File: src/include/addr_map_params.svh
`ifndef ADDR_MAP_PARAMS_SVH
`define ADDR_MAP_PARAMS_SVH

// ----------------------------------------------------------------------
// input side
// ----------------------------------------------------------------------

// lanes in one FIFO word
`define AM_LANES 16

// bits per lane
`define AM_LANE_W 32

// reads gathered into one block
`define AM_READS_PER_BLOCK 4

// ----------------------------------------------------------------------
// block coordinates within a layer
// ----------------------------------------------------------------------

// rows per batch, innermost
`define AM_ROWS 16

// columns per row
`define AM_COLS 64

// batches per layer, outermost
`define AM_BATCHES 2

// ----------------------------------------------------------------------
// output side and layer table
// ----------------------------------------------------------------------

// write address width
`define AM_ADDR_W 28

// entries in the layer-type table
`define AM_LAYERS 64

// layer counter width
`define AM_LAYER_W 7

`endif

File: src/source/addr_map_pkg.sv
`include "addr_map_params.svh"

package addr_map_pkg;

    // ------------------------------------------------------------------
    // layer kinds of the network
    // ------------------------------------------------------------------
    // only conv has a datapath in this mapper
    typedef enum logic [2:0] {
        LT_CONV    = 3'd0,
        LT_DW      = 3'd1,
        LT_PW      = 3'd2,
        LT_AVGPL   = 3'd3,
        LT_PW_SC   = 3'd4
    } layer_type_e;

    // ------------------------------------------------------------------
    // data and address words
    // ------------------------------------------------------------------

    // four reads of one lane, first read on top
    typedef logic [`AM_READS_PER_BLOCK*`AM_LANE_W-1:0] lane_word_t;

    typedef logic [`AM_ADDR_W-1:0] wr_addr_t;

    // picture edge length, 0 past the last sized layer
    typedef logic [7:0] pic_size_t;

    // ------------------------------------------------------------------
    // block position inside a layer
    // ------------------------------------------------------------------
    typedef struct packed {
        logic [$clog2(`AM_ROWS)-1:0]    row;
        logic [$clog2(`AM_COLS)-1:0]    col;
        logic [$clog2(`AM_BATCHES)-1:0] batch;
    } block_coord_t;

endpackage

File: src/source/block_if.sv
`timescale 1ns/1ns
`include "addr_map_params.svh"

interface block_if;

    // one-cycle strobe, block gathered
    logic                     blk_vld;
    // lane registers, held while the writer drains
    addr_map_pkg::lane_word_t blk_lanes [`AM_LANES];
    // coordinates of the gathered block
    addr_map_pkg::block_coord_t blk_coord;
    // writer still owns the lanes
    logic                     blk_busy;

    modport gather (
        output blk_vld,
        output blk_lanes,
        output blk_coord,
        input  blk_busy
    );

    modport writer (
        input  blk_vld,
        input  blk_lanes,
        input  blk_coord,
        output blk_busy
    );

endinterface

File: src/source/layer_sequencer.sv
`timescale 1ns/1ns
`include "addr_map_params.svh"

module layer_sequencer (
    input  logic                        clk_200M,
    input  logic                        rst_n,
    input  logic                        layer_done_i,
    output logic                        conv_active_o,
    output addr_map_pkg::pic_size_t     pic_size_o,
    output logic [`AM_LAYER_W-1:0]      layer_num_o
);

    logic [`AM_LAYER_W-1:0]   layer_q;
    addr_map_pkg::layer_type_e cur_type;

    // ------------------------------------------------------------------
    // layer counter
    // ------------------------------------------------------------------
    // holds at the last table entry
    always_ff @(posedge clk_200M or negedge rst_n) begin
        if (!rst_n) begin
            layer_q <= '0;
        end else if (layer_done_i && int'(layer_q) < `AM_LAYERS - 1) begin
            layer_q <= layer_q + 1'b1;
        end
    end

    assign layer_num_o = layer_q;

    // ------------------------------------------------------------------
    // layer-type table
    // ------------------------------------------------------------------
    // only non-pointwise entries listed, holes fall to pointwise
    always_comb begin
        case (int'(layer_q))
            0: begin
                cur_type = addr_map_pkg::LT_CONV;
            end
            1, 4, 7, 11, 14, 18, 22, 25, 29,
            33, 37, 40, 44, 48, 51, 55, 59: begin
                cur_type = addr_map_pkg::LT_DW;
            end
            8, 15, 19, 26, 30, 34, 41, 45, 52, 56: begin
                cur_type = addr_map_pkg::LT_PW_SC;
            end
            62: begin
                cur_type = addr_map_pkg::LT_AVGPL;
            end
            default: begin
                cur_type = addr_map_pkg::LT_PW;
            end
        endcase
    end

    assign conv_active_o = (cur_type == addr_map_pkg::LT_CONV);

    // ------------------------------------------------------------------
    // picture size per layer
    // ------------------------------------------------------------------
    // size halves at each downsampling layer
    always_comb begin
        if (int'(layer_q) <= 0) begin
            pic_size_o = 8'd128;
        end else if (int'(layer_q) <= 4) begin
            pic_size_o = 8'd64;
        end else if (int'(layer_q) <= 11) begin
            pic_size_o = 8'd32;
        end else if (int'(layer_q) <= 22) begin
            pic_size_o = 8'd16;
        end else if (int'(layer_q) <= 48) begin
            pic_size_o = 8'd8;
        end else if (int'(layer_q) <= 62) begin
            pic_size_o = 8'd4;
        end else begin
            pic_size_o = 8'd0;
        end
    end

endmodule

File: src/source/read_gather.sv
`timescale 1ns/1ns
`include "addr_map_params.svh"

module read_gather (
    input  logic                              clk_200M,
    input  logic                              rst_n,
    input  logic [`AM_LANES*`AM_LANE_W-1:0]   fifo_rd_data_i,
    input  logic                              fifo_empty_i,
    output logic                              fifo_rd_req_o,
    input  logic                              conv_active_i,
    output logic                              layer_done_o,
    block_if.gather                           blk
);

    localparam int RD_CNT_W = $clog2(`AM_READS_PER_BLOCK);
    localparam int ROW_W    = $clog2(`AM_ROWS);
    localparam int COL_W    = $clog2(`AM_COLS);
    localparam int BAT_W    = $clog2(`AM_BATCHES);
    localparam int KEEP_W   = (`AM_READS_PER_BLOCK - 1) * `AM_LANE_W;

    logic [RD_CNT_W-1:0]        rd_cnt_q;
    addr_map_pkg::block_coord_t pos_q;
    logic                       rd_hs;
    logic                       last_rd;
    logic                       row_wrap;
    logic                       col_wrap;
    logic                       bat_wrap;

    assign rd_hs    = fifo_rd_req_o && !fifo_empty_i;
    assign last_rd  = rd_hs && (rd_cnt_q == RD_CNT_W'(`AM_READS_PER_BLOCK - 1));
    assign row_wrap = (pos_q.row == ROW_W'(`AM_ROWS - 1));
    assign col_wrap = (pos_q.col == COL_W'(`AM_COLS - 1));
    assign bat_wrap = (pos_q.batch == BAT_W'(`AM_BATCHES - 1));

    // fourth read of the last block of the layer
    assign layer_done_o = last_rd && row_wrap && col_wrap && bat_wrap;

    // ------------------------------------------------------------------
    // read request
    // ------------------------------------------------------------------
    // drops after the fourth handshake, stays low while the writer
    // holds the lanes
    always_ff @(posedge clk_200M or negedge rst_n) begin
        if (!rst_n) begin
            fifo_rd_req_o <= 1'b0;
        end else begin
            fifo_rd_req_o <= !fifo_empty_i && conv_active_i && !blk.blk_busy && !last_rd;
        end
    end

    // ------------------------------------------------------------------
    // handshake and block coordinate counters
    // ------------------------------------------------------------------
    always_ff @(posedge clk_200M or negedge rst_n) begin
        if (!rst_n) begin
            rd_cnt_q    <= '0;
            pos_q       <= '0;
            blk.blk_vld <= 1'b0;
        end else begin
            blk.blk_vld <= last_rd;
            if (last_rd) begin
                rd_cnt_q <= '0;
            end else if (rd_hs) begin
                rd_cnt_q <= rd_cnt_q + 1'b1;
            end
            // row innermost, then column, then batch
            if (last_rd) begin
                if (!row_wrap) begin
                    pos_q.row <= pos_q.row + 1'b1;
                end else begin
                    pos_q.row <= '0;
                    if (!col_wrap) begin
                        pos_q.col <= pos_q.col + 1'b1;
                    end else begin
                        pos_q.col   <= '0;
                        pos_q.batch <= bat_wrap ? '0 : pos_q.batch + 1'b1;
                    end
                end
            end
        end
    end

    // ------------------------------------------------------------------
    // lane reorder registers
    // ------------------------------------------------------------------
    // coordinates captured before the counters step
    always_ff @(posedge clk_200M) begin
        if (last_rd) begin
            blk.blk_coord <= pos_q;
        end
        if (rd_hs) begin
            for (int i = 0; i < `AM_LANES; i++) begin
                // oldest read ends up in the top word
                blk.blk_lanes[i] <= {blk.blk_lanes[i][KEEP_W-1:0],
                                     fifo_rd_data_i[i*`AM_LANE_W +: `AM_LANE_W]};
            end
        end
    end

endmodule

File: src/source/block_writer.sv
`timescale 1ns/1ns
`include "addr_map_params.svh"

module block_writer (
    input  logic                        clk_200M,
    input  logic                        rst_n,
    input  addr_map_pkg::pic_size_t     pic_size_i,
    block_if.writer                     blk,
    output logic                        fifo_wr_req_o,
    output addr_map_pkg::wr_addr_t      fifo_wr_addr_o,
    output addr_map_pkg::lane_word_t    fifo_wr_data_o
);

    localparam int LANE_IDX_W = $clog2(`AM_LANES);

    logic                       drain_q;
    logic [LANE_IDX_W-1:0]      lane_q;
    addr_map_pkg::block_coord_t coord_q;
    addr_map_pkg::pic_size_t    pic_q;
    logic                       issue;
    logic [LANE_IDX_W-1:0]      lane_idx;
    addr_map_pkg::block_coord_t coord_cur;
    addr_map_pkg::wr_addr_t     p_ext;
    addr_map_pkg::wr_addr_t     pp;
    addr_map_pkg::wr_addr_t     addr_next;

    // lane 0 goes out straight from the strobe, lanes 1..15 from the drain
    assign issue     = blk.blk_vld || drain_q;
    assign lane_idx  = blk.blk_vld ? '0 : lane_q;
    assign coord_cur = blk.blk_vld ? blk.blk_coord : coord_q;
    assign blk.blk_busy = blk.blk_vld || fifo_wr_req_o;

    // ------------------------------------------------------------------
    // write address
    // ------------------------------------------------------------------
    // k*P*P/4 + row*P + col + batch*4*P*P
    assign p_ext     = addr_map_pkg::wr_addr_t'(pic_q);
    assign pp        = p_ext * p_ext;
    assign addr_next = addr_map_pkg::wr_addr_t'(lane_idx) * (pp >> 2)
                     + addr_map_pkg::wr_addr_t'(coord_cur.row) * p_ext
                     + addr_map_pkg::wr_addr_t'(coord_cur.col)
                     + addr_map_pkg::wr_addr_t'(coord_cur.batch) * (pp << 2);

    // ------------------------------------------------------------------
    // lane counter
    // ------------------------------------------------------------------
    always_ff @(posedge clk_200M or negedge rst_n) begin
        if (!rst_n) begin
            drain_q <= 1'b0;
            lane_q  <= '0;
        end else if (blk.blk_vld) begin
            drain_q <= 1'b1;
            lane_q  <= LANE_IDX_W'(1);
        end else if (drain_q) begin
            lane_q <= lane_q + 1'b1;
            if (lane_q == LANE_IDX_W'(`AM_LANES - 1)) begin
                drain_q <= 1'b0;
            end
        end
    end

    // picture size sampled while idle, so a layer step at the last
    // block does not reach its addresses
    always_ff @(posedge clk_200M) begin
        if (!blk.blk_busy) begin
            pic_q <= pic_size_i;
        end
        if (blk.blk_vld) begin
            coord_q <= blk.blk_coord;
        end
    end

    // ------------------------------------------------------------------
    // write port
    // ------------------------------------------------------------------
    always_ff @(posedge clk_200M or negedge rst_n) begin
        if (!rst_n) begin
            fifo_wr_req_o  <= 1'b0;
            fifo_wr_addr_o <= '0;
            fifo_wr_data_o <= '0;
        end else begin
            fifo_wr_req_o  <= issue;
            fifo_wr_addr_o <= issue ? addr_next : '0;
            fifo_wr_data_o <= issue ? blk.blk_lanes[lane_idx] : '0;
        end
    end

endmodule

File: src/source/addr_map.sv
`timescale 1ns/1ns
`include "addr_map_params.svh"

module addr_map (
    input  logic                              clk_200M,
    input  logic                              rst_n,

    // input FIFO, request/empty handshake
    input  logic [`AM_LANES*`AM_LANE_W-1:0]   fifo_rd_data_i,
    input  logic                              fifo_empty_i,
    output logic                              fifo_rd_req_o,

    // write FIFO, never full
    output logic                              fifo_wr_req_o,
    output addr_map_pkg::wr_addr_t            fifo_wr_addr_o,
    output addr_map_pkg::lane_word_t          fifo_wr_data_o,

    output logic [`AM_LAYER_W-1:0]            layer_num_o
);

    logic                       conv_active;
    logic                       layer_done;
    addr_map_pkg::pic_size_t    pic_size;

    block_if blk_bus ();

    // ------------------------------------------------------------------
    // layer control
    // ------------------------------------------------------------------
    layer_sequencer u_layer_sequencer (
        .clk_200M      (clk_200M),
        .rst_n         (rst_n),
        .layer_done_i  (layer_done),
        .conv_active_o (conv_active),
        .pic_size_o    (pic_size),
        .layer_num_o   (layer_num_o)
    );

    // ------------------------------------------------------------------
    // gather, then drain
    // ------------------------------------------------------------------
    read_gather u_read_gather (
        .clk_200M       (clk_200M),
        .rst_n          (rst_n),
        .fifo_rd_data_i (fifo_rd_data_i),
        .fifo_empty_i   (fifo_empty_i),
        .fifo_rd_req_o  (fifo_rd_req_o),
        .conv_active_i  (conv_active),
        .layer_done_o   (layer_done),
        .blk            (blk_bus)
    );

    block_writer u_block_writer (
        .clk_200M       (clk_200M),
        .rst_n          (rst_n),
        .pic_size_i     (pic_size),
        .blk            (blk_bus),
        .fifo_wr_req_o  (fifo_wr_req_o),
        .fifo_wr_addr_o (fifo_wr_addr_o),
        .fifo_wr_data_o (fifo_wr_data_o)
    );

endmodule

File: config.mk
export PLATFORM = sky130hd
export DESIGN_NAME = addr_map
export DESIGN_NICKNAME = d
export VERILOG_FILES = /design/src/source/addr_map_pkg.sv /design/src/source/block_if.sv /design/src/source/layer_sequencer.sv /design/src/source/read_gather.sv /design/src/source/block_writer.sv /design/src/source/addr_map.sv
export VERILOG_INCLUDE_DIRS = /design/src /design/src/include
export SDC_FILE = /design/constraint.sdc
export NUM_CORES = 2
export LEC_CHECK = 0
export BUFFER_PORTS_ARGS = -buffer_cell sky130_fd_sc_hd__clkbuf_2
export CAP_MARGIN = 20
export CORE_MARGIN = 2
export CORE_UTILIZATION = 25
export DETAILED_ROUTE_END_ITERATION = 6
export PLACE_DENSITY = 0.4
export SLEW_MARGIN = 20
export SYNTH_ARGS = -nofsm -noshare
export SYNTH_HDL_FRONTEND = slang
export SYNTH_SLANG_ARGS = --single-unit
export TNS_END_PERCENT = 5
File: constraint.sdc
create_clock -name clk_200M -period 148.5 [get_ports clk_200M]
set_clock_uncertainty 0.05 [all_clocks]
set_input_delay 29.7 -clock clk_200M [delete_from_list [all_inputs] [get_ports clk_200M]]
set_output_delay 29.7 -clock clk_200M [all_outputs]
set_load 0.05 [all_outputs]
==> results.md <==
* Outcome: finished, final reports clean
* Total GRT Usage at 12.6%
* Share of post-route cells with drive strength above 1 at 33.2%
* Number of synthesized flops with an enable pin at 2065
* Post-synthesis register bit count at 2252
* Fmax at 28.9 MHz
* Met3 Wirelength at 10300 µm
* 1st-pass router iterations at 5
* Crit path to: u_read_gather.blk.blk_lanes[1705]
* Gate power share at 0.8%
* Pwr Total at 1.34 mW
* Clock tree buffer depth at 4
* Met2 routed WL at 107000 µm
* Clock-pin slew on the worst setup and hold paths at 60 ps
* Num rows at 216
* Worst Setup End Kind: register
* Crit-path cells: clkbuf_2 -> nor2b_4 -> buf_12 -> buf_12 -> buf_12 -> buf_12 -> buf_16 -> buf_6
* Utilization after layout at 30.2%
* Internal at 1.07 mW
* Critical path required time at 148930 ps
* Number of routed nets with antenna violations at 0
* Worst skew pair latency at 860 ps
* Dpl ws at 112930 ps
* Worst r2r src: u_block_writer.pic_q[4]
* Critical Path Source: fifo_empty_i
* # clock sinks at 2252
* Flop pwr share at 51.1%
* Final period utilization at 23.3%
* Simple-Gate Fraction of Synth Area at 1.30%
* Setup violations, final at 0
* Yosys warnings at 0
* Initial antenna violation count at 51
* Die height at 594 µm
* Max VDD drop at 0.00763 mV
* Die outline width at 594 µm
* # port buffers at 671
* Mux contribution to synthesized area at 14.9%
* Total I/O pin count at 680
* Cell Area, Synth at 87000 µm²
* Wirelength, routed at 226000 µm
* Synth-to-layout area growth at 20.0%
* Worst Tran Pin Value at 1370 ps
* Top FF cell, synth: edfxtp_1
* Setup_tns at 0 ps
* Crit path max fanout at 183
* Tmin final at 34560 ps
* CP Launch Type: primary input
* Cells after Synth at 3984
* Largest net degree at the start of global routing at 203
* Wire per inst at 23.6 µm
* RSZ-0062 raised after global routing: false
* Adder-cell share of the synthesized area at 2.52%
* Root Driver: clkbuf_16
* Arr. time, crit path at 34990 ps
* CTS Buf Count at 270
* Slew Viols, Final at 0
* Postcts setup bufs at 0
* Synth cell types at 58
* DRC errors left at 0
* Min Hold Slack at 367 ps
* Via density at 4.33
* Complex-gate fraction of the synthesized area at 2.73%
* Slew headroom at 8.80%
* Vias in the first global route at 44947
* Initial core utilization at 25.1%
* DPL Wire Length at 148000 µm
* Largest family of logic cells by synthesized area: multiplexers
* Sequential area share after synthesis at 76.5%
* GP Congestion at 0.737
* Maxcap violations at 0
* Post-route cell area at 104000 µm²
* Via count at 41453
* DP Area at 95800 µm²
* Switching share of power at 20.2%
* Pwr dens at 12.8 nW/µm²
* Initial drt markers at 3452
* Switch Pwr at 271 µW
* Fraction of registers with async set/reset at 7.82%
* Worst path most repeated cell: buf_12
* Final WS setup at 113940 ps
* Post-Place Cells at 9087
* CTS tree: done
* Worst hold path type: reg2reg
* CP max stage cell: buf_12
* First-pass GRT wire length at 330000 µm
* Htree depth at 5
* Nets at 5441
* Hold-fix buffers, CTS at 0
* Placeable Area at 346000 µm²
* Final Hold Viols at 0
* Syn_area_per_cell at 21.8 µm²
* R2r setup slk at 140680 ps
* Worst reg-to-reg path cell count at 22
* Max incr delay on CP at 720 ps
* Clock Power Share at 48.1%
* Critical R2R Capture: u_block_writer.fifo_wr_addr_o[18]
* Highest routed layer: met5
* Xor-xnor portion of the synthesized cell area at 0.362%
* Critical path class: in2reg
* M1 WL at 104000 µm
* Non-filler cells, final at 9584
* Leakage at 35.3 nW
* Post-CTS resize count at 0
* Full die area at 353000 µm²
* Total gr overflow at 0
-- cell type report --
type	count	area (µm²)
fillers	33787	242000
flip-flops and latches	2252	66600
multi-input cells	1430	19100
clock buffers	369	7470
well taps	4578	5730
repair buffers	734	4050
clock inverters	119	1130
inverters	95	364
diodes	7	17.5
-- layer usage --
| metal | vias to the layer above | track usage [%] |
|---|---|---|
| li1 | 18135 | - |
| met1 | 21864 | 17.6 |
| met2 | 1084 | 20.4 |
| met3 | 364 | 2.36 |
| met4 | 6 | 2.92 |
| met5 | - | 0 |
-- registers in the layout, summed over array words and instances, names as in the netlist --
signal / cells
u_read_gather.blk.blk_lanes: 2048
u_read_gather.bat_wrap: 1
u_read_gather.fifo_rd_req_o: 1
u_block_writer.fifo_wr_req_o: 1
u_block_writer.fifo_wr_addr_o: 20
u_read_gather.blk.blk_vld: 1
u_read_gather.blk.blk_coord: 11
u_read_gather.pos_q: 10
u_block_writer.coord_q: 11
u_block_writer.fifo_wr_data_o: 128
u_block_writer.pic_q: 6
u_block_writer.lane_q: 4
u_layer_sequencer.layer_num_o: 7
u_block_writer.drain_q: 1
u_read_gather.rd_cnt_q: 2
-- synth_stat cells, types with 2 or more instances --
library cell     n  area share [%]
o211ai_1         2           0.017
a211oi_1         3           0.026
dfxtp_1         11            0.25
buf_2           74            0.43
nand4_1          4           0.029
o21a_1           6           0.052
fa_1            54             1.2
buf_4           20            0.17
dfrtp_1        176             5.1
and2_1          36            0.26
or2_2            3           0.022
edfxtp_1      2065              71
a21o_1           5           0.043
clkbuf_1       100            0.43
xnor2_1         21            0.21
mux2_2          12            0.16
nand2b_1        13           0.093
mux2i_1        134             1.5
nor2b_1         12           0.086
or3_1            3           0.022
nor3_1          16           0.092
buf_1           11           0.047
inv_1           94            0.41
xor2_1          15            0.15
o21bai_1         2           0.017
nand2_1         70            0.30
a2111oi_2        2           0.034
nor2_1          66            0.28
nand3_1          7           0.040
o221ai_1       130             1.3
o21ai_0         21            0.12
a31oi_1          4           0.029
ha_1            89             1.3
mux4_2         512              13
a2111oi_0        2           0.020
and3_1           2           0.014
a31o_2           2           0.020
a22o_1           2           0.020
a21oi_1        156            0.90
buf_6            9            0.12
-- worst max-delay path, delay by kind of cell --
kind	cells	cell delay, ps
and+or+nand+nor	1	570
buffers and inverters	7	3850
-- power by group through the flow --
stage                     registers, mW  clock network, mW  logic (mW)
final                             0.685              0.645      0.0109
after floorplan                   0.698                  0    0.000626
after CTS                         0.685              0.668      0.0115
after global placement            0.698                  0      0.0115
after detailed placement          0.698                  0      0.0114
after global routing              0.684              0.692      0.0120
-- cells by family (layout without fill, tap and decap cells) --
family / count (synthesis) / in the layout
multiplexers: 658 / 658
XOR/XNOR: 36 / 36
AO/OA/AOI/OAI: 348 / 348
AND/OR/NAND/NOR: 237 / 237
flip-flops: 2252 / 2252
adder cells (fa/ha/maj): 143 / 143
buffers and inverters: 309 / 1317
other: 1 / 15
-- cell usage in the layout, fill, tap and decap left out, drive strengths merged, types with 3 or more instances in the layout --
cell / n
edfxtp: 2065
clkbuf: 1039
mux4: 512
dfrtp: 176
a21oi: 156
mux2i: 134
o221ai: 130
inv: 111
ha: 89
clkinv: 82
nand2: 70
nor2: 66
buf: 64
fa: 54
and2: 36
o21ai: 22
xnor2: 21
nor3: 16
xor2: 15
bufinv: 14
nand2b: 13
nor2b: 13
mux2: 12
dfxtp: 11
conb: 8
diode: 7
nand3: 7
clkinvlp: 7
o21a: 6
a21o: 6
a31oi: 4
nand4: 4
a2111oi: 4
or2: 3
a211oi: 3
or3: 3
-- worst min-delay path by stage --
stage                                       from                                end  slack [ps]  cells after the start
2_1_floorplan  u_read_gather.blk.blk_lanes[1152]  u_read_gather.blk.blk_lanes[1184]         370                      0
3_3_place_gp   u_read_gather.blk.blk_lanes[1339]  u_read_gather.blk.blk_lanes[1371]         370                      0
3_5_place_dp   u_read_gather.blk.blk_lanes[1245]  u_read_gather.blk.blk_lanes[1277]         380                      0
4_1_cts         u_read_gather.blk.blk_lanes[727]   u_read_gather.blk.blk_lanes[759]         360                      0
5_1_grt         u_read_gather.blk.blk_lanes[727]   u_read_gather.blk.blk_lanes[759]         370                      0
6_report        u_read_gather.blk.blk_lanes[727]   u_read_gather.blk.blk_lanes[759]         370                      0
(Power assumes the default switching activity.)
